==> src/include/rf_settings.svh <==
/*
  register file settings
  sizing macros for the 66 entry by 64 bit two-port register file
  and its scan write-through observation flops
*/

`ifndef RF_SETTINGS_SVH
`define RF_SETTINGS_SVH

// number of words held by the array
`define RF_ENTRIES 66

// width of one stored word in bits
`define RF_WIDTH 64

// address width, enough for 66 entries
// addresses 66 to 127 decode to nothing and are treated as out of range
`define RF_ADDR_W 7

// number of observed control bits folded into a single XOR observation flop
`define RF_OBS_XOR 3

`endif
==> src/hdl/rf_pkg.sv <==
/*
  register file package
  shared vector types and request structs for the two-port register file,
  plus the derived size of the folded observation word
*/

`include "rf_settings.svh"

package rf_pkg;

  // --------------------
  // derived sizes
  // --------------------

  // observed bits are write enable, write address, read enable and read address
  localparam int RF_OBS_PINS = 2 * `RF_ADDR_W + 2;

  // one flop per group of RF_OBS_XOR bits, and the last group takes what is left
  localparam int RF_OBS_FLOPS = (RF_OBS_PINS + `RF_OBS_XOR - 1) / `RF_OBS_XOR;

  // --------------------
  // plain vector types
  // --------------------

  typedef logic [`RF_ADDR_W-1:0] rf_addr_t;
  typedef logic [`RF_WIDTH-1:0] rf_data_t;
  typedef logic [RF_OBS_FLOPS-1:0] rf_obs_t;

  // write request, 72 bits with the enable in the top bit
  typedef struct packed {
    logic     en;
    rf_addr_t addr;
    rf_data_t data;
  } rf_wr_req_t;

  // read request, 8 bits with the enable in the top bit
  typedef struct packed {
    logic     en;
    rf_addr_t addr;
  } rf_rd_req_t;

endpackage

==> src/hdl/rf_top.sv <==
/*
  two-port register file top level
  66 by 64 array with one write and one read port, scan write-through
  and phase b observation of the array address and control inputs
*/

`timescale 1ns/100ps

`include "rf_settings.svh"

module rf_top
  import rf_pkg::*;
(
  input  logic       clock_b,
  input  logic       rst_n,
  input  logic       scan_mode,
  input  rf_wr_req_t wr_req,
  input  rf_rd_req_t rd_req,
  output rf_data_t   rd_data,
  output logic       rd_valid,
  output rf_obs_t    obs_bits
);

  // --------------------
  // internal wiring
  // --------------------

  // requests as seen by the array after scan gating
  rf_wr_req_t arr_wr;
  rf_rd_req_t arr_rd;

  // registered word coming back from the array
  rf_data_t   arr_rd_data;

  // port control handles scan gating, write-through and the output hold
  rf_port_ctrl rf_port_ctrl_inst (
    .clock_b     (clock_b),
    .rst_n       (rst_n),
    .scan_mode   (scan_mode),
    .wr_req      (wr_req),
    .rd_req      (rd_req),
    .arr_wr      (arr_wr),
    .arr_rd      (arr_rd),
    .arr_rd_data (arr_rd_data),
    .rd_data     (rd_data),
    .rd_valid    (rd_valid)
  );

  // storage array with its own registered read
  rf_array rf_array_inst (
    .clock_b (clock_b),
    .wr      (arr_wr),
    .rd      (arr_rd),
    .rd_data (arr_rd_data)
  );

  // observed bits run from the write enable in the top bit down to the read address
  // the raw requests are observed, before any scan gating
  rf_swt_obs #(
    .OBS_PIN_NUM  (RF_OBS_PINS),
    .OBS_XOR_SIZE (`RF_OBS_XOR)
  ) rf_swt_obs_inst (
    .clock_b (clock_b),
    .rst_n   (rst_n),
    .obs_in  ({wr_req.en, wr_req.addr, rd_req.en, rd_req.addr}),
    .obs_out (obs_bits)
  );

endmodule

==> src/hdl/rf_swt_obs.sv <==
/*
  scan write-through observation flops
  folds the array address and control bits into XOR groups and captures
  each group on the inverted clock so a scan chain can observe them
*/

`timescale 1ns/100ps

`include "rf_settings.svh"

module rf_swt_obs
  import rf_pkg::*;
#(
  parameter  int OBS_PIN_NUM  = RF_OBS_PINS,
  parameter  int OBS_XOR_SIZE = `RF_OBS_XOR,
  // one flop per full group plus one for any remainder
  localparam int OBS_FLOP_NUM = (OBS_PIN_NUM + OBS_XOR_SIZE - 1) / OBS_XOR_SIZE
)
(
  input  logic                    clock_b,
  input  logic                    rst_n,
  input  logic [OBS_PIN_NUM-1:0]  obs_in,
  output logic [OBS_FLOP_NUM-1:0] obs_out
);

  // phase b clock, made by a local inversion of the array clock
  logic clock_inv;

  logic [OBS_FLOP_NUM-1:0] obs_fold;
  logic [OBS_FLOP_NUM-1:0] obs_q;

  assign clock_inv = ~clock_b;

  // --------------------
  // XOR folding
  // --------------------

  // group i covers bits i*OBS_XOR_SIZE upward, and the last group runs to the top bit
  for (genvar i = 0; i < OBS_FLOP_NUM; i++)
  begin : g_fold
    if (i < OBS_FLOP_NUM - 1)
    begin : g_full
      assign obs_fold[i] = ^obs_in[i*OBS_XOR_SIZE +: OBS_XOR_SIZE];
    end
    else
    begin : g_last
      assign obs_fold[i] = ^obs_in[OBS_PIN_NUM-1 : i*OBS_XOR_SIZE];
    end
  end

  // --------------------
  // observation flops
  // --------------------

  // captured half a cycle after the rising edge, on the falling edge of clock_b
  always_ff @(posedge clock_inv)
  begin
    if (!rst_n)
    begin
      obs_q <= '0;
    end
    else
    begin
      obs_q <= obs_fold;
    end
  end

  assign obs_out = obs_q;

endmodule

==> src/hdl/rf_port_ctrl.sv <==
/*
  register file port control
  gates array writes in scan mode, captures write-through data, generates the
  read valid strobe and selects and holds the returned read word
*/

`timescale 1ns/100ps

`include "rf_settings.svh"

module rf_port_ctrl
  import rf_pkg::*;
(
  input  logic       clock_b,
  input  logic       rst_n,
  input  logic       scan_mode,
  input  rf_wr_req_t wr_req,
  input  rf_rd_req_t rd_req,
  output rf_wr_req_t arr_wr,
  output rf_rd_req_t arr_rd,
  input  rf_data_t   arr_rd_data,
  output rf_data_t   rd_data,
  output logic       rd_valid
);

  // source of the word currently presented on rd_data
  // none is the state after reset and forces a zero output
  typedef enum logic [1:0] {
    SRC_NONE,
    SRC_ARRAY,
    SRC_SCAN
  } rd_src_e;

  rd_src_e  rd_src_q;
  logic     rd_valid_q;

  // write data captured for the scan write-through path
  rf_data_t swt_data_q;

  // --------------------
  // array request path
  // --------------------

  // in scan mode the array must not change, so only the enable is masked
  assign arr_wr.en   = wr_req.en & ~scan_mode;
  assign arr_wr.addr = wr_req.addr;
  assign arr_wr.data = wr_req.data;

  // reads always go to the array, the array register is simply ignored in scan mode
  assign arr_rd = rd_req;

  // --------------------
  // control state
  // --------------------

  // rd_valid follows the read enable one cycle later, one pulse per read
  // the source only moves on an accepted read so the output holds between reads
  always_ff @(posedge clock_b)
  begin
    if (!rst_n)
    begin
      rd_valid_q <= 1'b0;
      rd_src_q   <= SRC_NONE;
    end
    else
    begin
      rd_valid_q <= rd_req.en;
      if (rd_req.en)
      begin
        rd_src_q <= scan_mode ? SRC_SCAN : SRC_ARRAY;
      end
    end
  end

  // --------------------
  // write-through capture
  // --------------------

  // the write port data of the read cycle is what scan mode returns
  // addresses play no part here
  always_ff @(posedge clock_b)
  begin
    if (rd_req.en && scan_mode)
    begin
      swt_data_q <= wr_req.data;
    end
  end

  // --------------------
  // output select
  // --------------------

  always_comb
  begin
    case (rd_src_q)
      SRC_ARRAY: rd_data = arr_rd_data;
      SRC_SCAN:  rd_data = swt_data_q;
      default:   rd_data = '0;
    endcase
  end

  assign rd_valid = rd_valid_q;

endmodule

==> src/hdl/rf_array.sv <==
/*
  register file storage array
  66 words of 64 bits with one synchronous write port and one registered
  read port, out-of-range writes are dropped and out-of-range reads give zero
*/

`timescale 1ns/100ps

`include "rf_settings.svh"

module rf_array
  import rf_pkg::*;
(
  input  logic       clock_b,
  input  rf_wr_req_t wr,
  input  rf_rd_req_t rd,
  output rf_data_t   rd_data
);

  // --------------------
  // storage
  // --------------------

  // the array itself carries no reset, its contents are undefined until written
  rf_data_t mem [`RF_ENTRIES];

  // registered read word that feeds the port control block
  rf_data_t rd_q;

  // address range decode for both ports
  logic wr_in_range;
  logic rd_in_range;

  // anything at or above the entry count has no word behind it
  assign wr_in_range = (wr.addr < `RF_ENTRIES);
  assign rd_in_range = (rd.addr < `RF_ENTRIES);

  // --------------------
  // write port
  // --------------------

  // the write lands on the rising edge when enabled and the address decodes
  // a write to an unused address is simply lost
  always_ff @(posedge clock_b)
  begin
    if (wr.en && wr_in_range)
    begin
      mem[wr.addr] <= wr.data;
    end
  end

  // --------------------
  // read port
  // --------------------

  // the read samples the array on the same edge as the write
  // since the write is non-blocking a same-address collision sees the old word
  // with the enable low the register keeps its last word
  always_ff @(posedge clock_b)
  begin
    if (rd.en)
    begin
      if (rd_in_range)
      begin
        rd_q <= mem[rd.addr];
      end
      else
      begin
        // out-of-range reads return an all zero word
        rd_q <= '0;
      end
    end
  end

  assign rd_data = rd_q;

endmodule

==> config.mk <==
export PLATFORM = sky130hd
export DESIGN_NAME = rf_top
export DESIGN_NICKNAME = d
export VERILOG_FILES = /design/src/hdl/rf_pkg.sv /design/src/hdl/rf_top.sv /design/src/hdl/rf_swt_obs.sv /design/src/hdl/rf_port_ctrl.sv /design/src/hdl/rf_array.sv
export VERILOG_INCLUDE_DIRS = /design/src /design/src/include
export SDC_FILE = /design/constraint.sdc
export NUM_CORES = 2
export LEC_CHECK = 0
export BUFFER_PORTS_ARGS = -buffer_cell sky130_fd_sc_hd__buf_2
export CAP_MARGIN = 20
export CORE_MARGIN = 1
export CORE_UTILIZATION = 68
export CTS_CLUSTER_DIAMETER = 30
export DETAILED_ROUTE_END_ITERATION = 10
export GPL_ROUTABILITY_DRIVEN = 0
export PLACE_DENSITY_LB_ADDON = 0.1
export SYNTH_ARGS = -nofsm -noshare
export SYNTH_HDL_FRONTEND = slang
export SYNTH_MEMORY_MAX_BITS = 65536
export SYNTH_SLANG_ARGS = --single-unit
export TNS_END_PERCENT = 50
==> constraint.sdc <==
create_clock -name clock_b -period 9.2 [get_ports clock_b]
set_input_delay 0.46 -clock clock_b [delete_from_list [all_inputs] [get_ports clock_b]]
set_output_delay 0.46 -clock clock_b [all_outputs]
set_load 0.005 [all_outputs]
==> impl_results.md <==
* Crit path buffers/inverters at 1
* Startpoint types: register
* Maxcap violations at 0
* Setup TNS at 0 ns
* Slew Limit Fails at 0
* Crit-path slowest cell: dfxtp_1
* Die H at between 400 and 500 um
* FFs w/ async S/R, synth at 0%
* Reg2reg setup slack at 6.86 ns
* Drt pass-1 iters at 9
* Worst Hold Launch: wr_req[55]
* Number of routed nets with antenna violations at 0
* Fill count at 11,230
* Final setup viols at 0
* Syn Nets at roughly 8,000
* Die X-Extent at 498.4 um
* Final wirelength at 490,800 um
* CTS buffer count at 671
* R2r startpoint: rf_array_inst.mem[39][49]
* Pleak at 63.94 nW
* Layout cell share with drive strength beyond 1 at 29.73%
* CTS Hold Bufs at 1
* Mean Syn Cell Area at 21.22 um2
* Placed cells at 11,010
* Hold Fails Final Rpt at 0
* Sink Count at 4,361
* Die ar. at 248,400 um2
* Root buffer cell: clkbuf_16
* Antenna violations before repair at 33
* Vias per cell at between 7 and 8
* Clock-pin slew on the worst setup and hold paths at 0.05 ns
* Placed Area at 172,200 um2
* Top FF cell, synth: edfxtp_1
* Vias in the first global route at 91,740
* GRT Total Usage at ~40%
* Met2 GRT Util at 60.26%
* Met1 Use GR at 53.07%
* # DRC at 0
* CP max FO at 1
* Worst skew pair latency at 1.00 ns
* CP Capture Type: primary output
* Total of warnings raised by yosys at 0
* Sequential-to-total area share from yosys stat at 78.10%
* CP max stage delay at approximately 0.5 ns
* Post-Synthesis Cells at 7,896
* Port Buf Inserts at 153
* Post-CTS Setup Bufs at 0
* Vias at 92,060
* Overflow after GRT at 0
* H-tree Lvls at 6
* Core Region at 244,100 um2
* R2R Path End: rf_array_inst.rd_data[49]
* Crit Path Class: reg2out
* Synth cell types at 51
* Multi-input gate area at 34,580 um2
* Worst slew margin at 1.774%
* Non-filler cells, final at 12,310
* Utilization after layout at 80.40%
* CP delay by family, top: flip-flops
* Least-Margin Pin Slew at 1.473 ns
* Number of synthesized flops with an enable pin at 4,352
* Worst vdd ir at between 0.2 and 0.25 mV
* Io pins at 154
* Synth Register Bits at 4,361
* Clock Tree Buf Depth at 4
* Min-delay worst type: in2reg
* WHS Endpoint: rf_array_inst.mem[9][55]
* CTS tree: built
* CTS resizes at 0
* Min Hold Slack at 0.02309 ns
* Met3 Use GR at 10.47%
* Rows at around 180
* Fin nets at 8,636
* Status: finished clean
* Gr busiest metal: met2
* DR iter-0 viols at 15,750
* CP arrival at 6.23 ns
* WP data required at 8.74 ns
* Design Area, Final at 196,300 um2
* Area Overhead vs Synth at 17.13%
* Starting Density at approximately 70%
* RSZ-0062 raised after global routing: no
* Hold depth at 1
* CP Cell Sequence: buf_2
* Wire per inst at 39.86 um
* Mapped cell area at 167,600 um2
* Pin count of the biggest net entering global routing at 131
* PwrDens at 253.3 nW/um2
* Sequential cell area at 130,900 um2
* Reg2Reg Depth at 5
* Estimated wirelength of the detail-placed design at 238,000 um
* Clock skew at 0.04691 ns
* CP Depth at 1
* First-pass GRT wire length at 678,600 um
-- per-layer routing --
metal  share of wire (%)  wire length [um]  vias up
li1                    -                 -    34710
met1                  33            164100    47100
met2                  46            228200     8660
met3                  14             68260     1582
met4                 6.2             30220       12
met5               0.017                82        -
-- per-stage QoR --
stage,power (mW),setup slack [ns]
floorplan,23.43,2.725
global placement,24.16,2.100
detailed placement,24.20,2.029
CTS,49.67,2.520
global route,50.64,2.488
finish,49.71,2.507
-- registers in the layout, summed over array words and instances (netlist names) --
signal / cells
rf_array_inst.mem: 4224
rf_array_inst.rd_data: 64
rf_port_ctrl_inst.rd_src_q: 2
rf_port_ctrl_inst.rd_valid: 1
rf_port_ctrl_inst.swt_data_q: 64
rf_swt_obs_inst.obs_out: 6
-- cell usage after synthesis (6+ instances only) --
cell type / count / area (um2)
buf_4: 56 / 420.4
mux2i_1: 310 / 3103
nor2b_1: 10 / 62.56
edfxtp_1: 4352 / 130700
a21boi_0: 12 / 90.09
a222oi_1: 48 / 480.5
mux2_2: 313 / 3525
a21oi_1: 174 / 870.8
buf_12: 10 / 200.2
and2_1: 9 / 56.30
o21ai_0: 18 / 90.09
a22oi_1: 143 / 1074
buf_6: 51 / 574.3
nor2_1: 187 / 701.9
nor4b_1: 48 / 420.4
buf_1: 32 / 120.1
inv_1: 7 / 26.28
buf_8: 6 / 90.09
a221oi_1: 96 / 840.8
a221o_1: 54 / 540.5
o32ai_1: 16 / 140.1
mux4_2: 768 / 17300
ha_1: 8 / 100.1
clkbuf_1: 193 / 724.4
nand2_1: 434 / 1629
dfxtp_1: 9 / 180.2
buf_2: 120 / 600.6
a211o_1: 40 / 350.3
o211ai_1: 146 / 1096
or3_1: 49 / 306.5
o22ai_1: 140 / 875.8
-- layout make-up --
cell class | count | area share [%]
Antenna cell | 16 | 0.02040
Clock buffer | 735 | 8.834
Clock inverter | 495 | 2.924
Inverter | 9 | 0.01785
Multi-Input combinational cell | 3057 | 17.62
Sequential cell | 4361 | 66.68
Tap cell | 3202 | 2.041
Timing Repair Buffer | 439 | 1.870
-- worst max path at each step --
stage / start / endpoint / slack (ns)
2_1_floorplan: rd_req[1] / rf_swt_obs_inst.obs_out[0] / 2.73
3_3_place_gp: rd_req[4] / rf_swt_obs_inst.obs_out[1] / 2.10
3_5_place_dp: rd_req[4] / rf_swt_obs_inst.obs_out[1] / 2.03
4_1_cts: rf_swt_obs_inst.obs_out[4] / obs_bits[4] / 2.52
5_1_grt: rf_swt_obs_inst.obs_out[4] / obs_bits[4] / 2.49
6_report: rf_swt_obs_inst.obs_out[4] / obs_bits[4] / 2.51
-- power breakdown --
part,internal (mW),switching (mW)
Sequential,22.0,0.0384
Clock,16.3,9.45
Combinational,0.652,1.27
-- cell usage in the layout, fill, tap and decap left out, drive strengths merged, types with 9 or more instances in the layout --
cell,n
buf,416
dlygate4sd3,23
a211o,40
o32ai,16
edfxtp,4352
mux4,769
mux2,313
nor2,187
or3,49
nand2,434
o22ai,140
clkinvlp,83
and2,9
bufinv,91
a21boi,12
a221oi,96
a21oi,174
o21ai,18
diode,16
o211ai,146
inv,97
nor2b,10
clkinv,233
clkbuf,735
dfxtp,9
mux2i,310
a221o,54
a22oi,143
nor4b,48
a222oi,48
-- kinds of logic (layout without fill, tap and decap cells) --
logic type                 count (synthesis)  after routing  share of synthesized area (%)
AOI/OAI and AO/OA                        898            898                          3.904
xor gates and xnor gates                   7              7                        0.03659
adders and majority gates                  8              8                        0.05974
buffers and inverters                    478           1678                          1.652
DFF                                     4361           4361                          78.10
muxes                                   1392           1392                          14.29
other                                      0             16                              0
and+or+nand+nor                          752            752                          1.959
No activity file was read; power rests on OpenSTA's default activity.
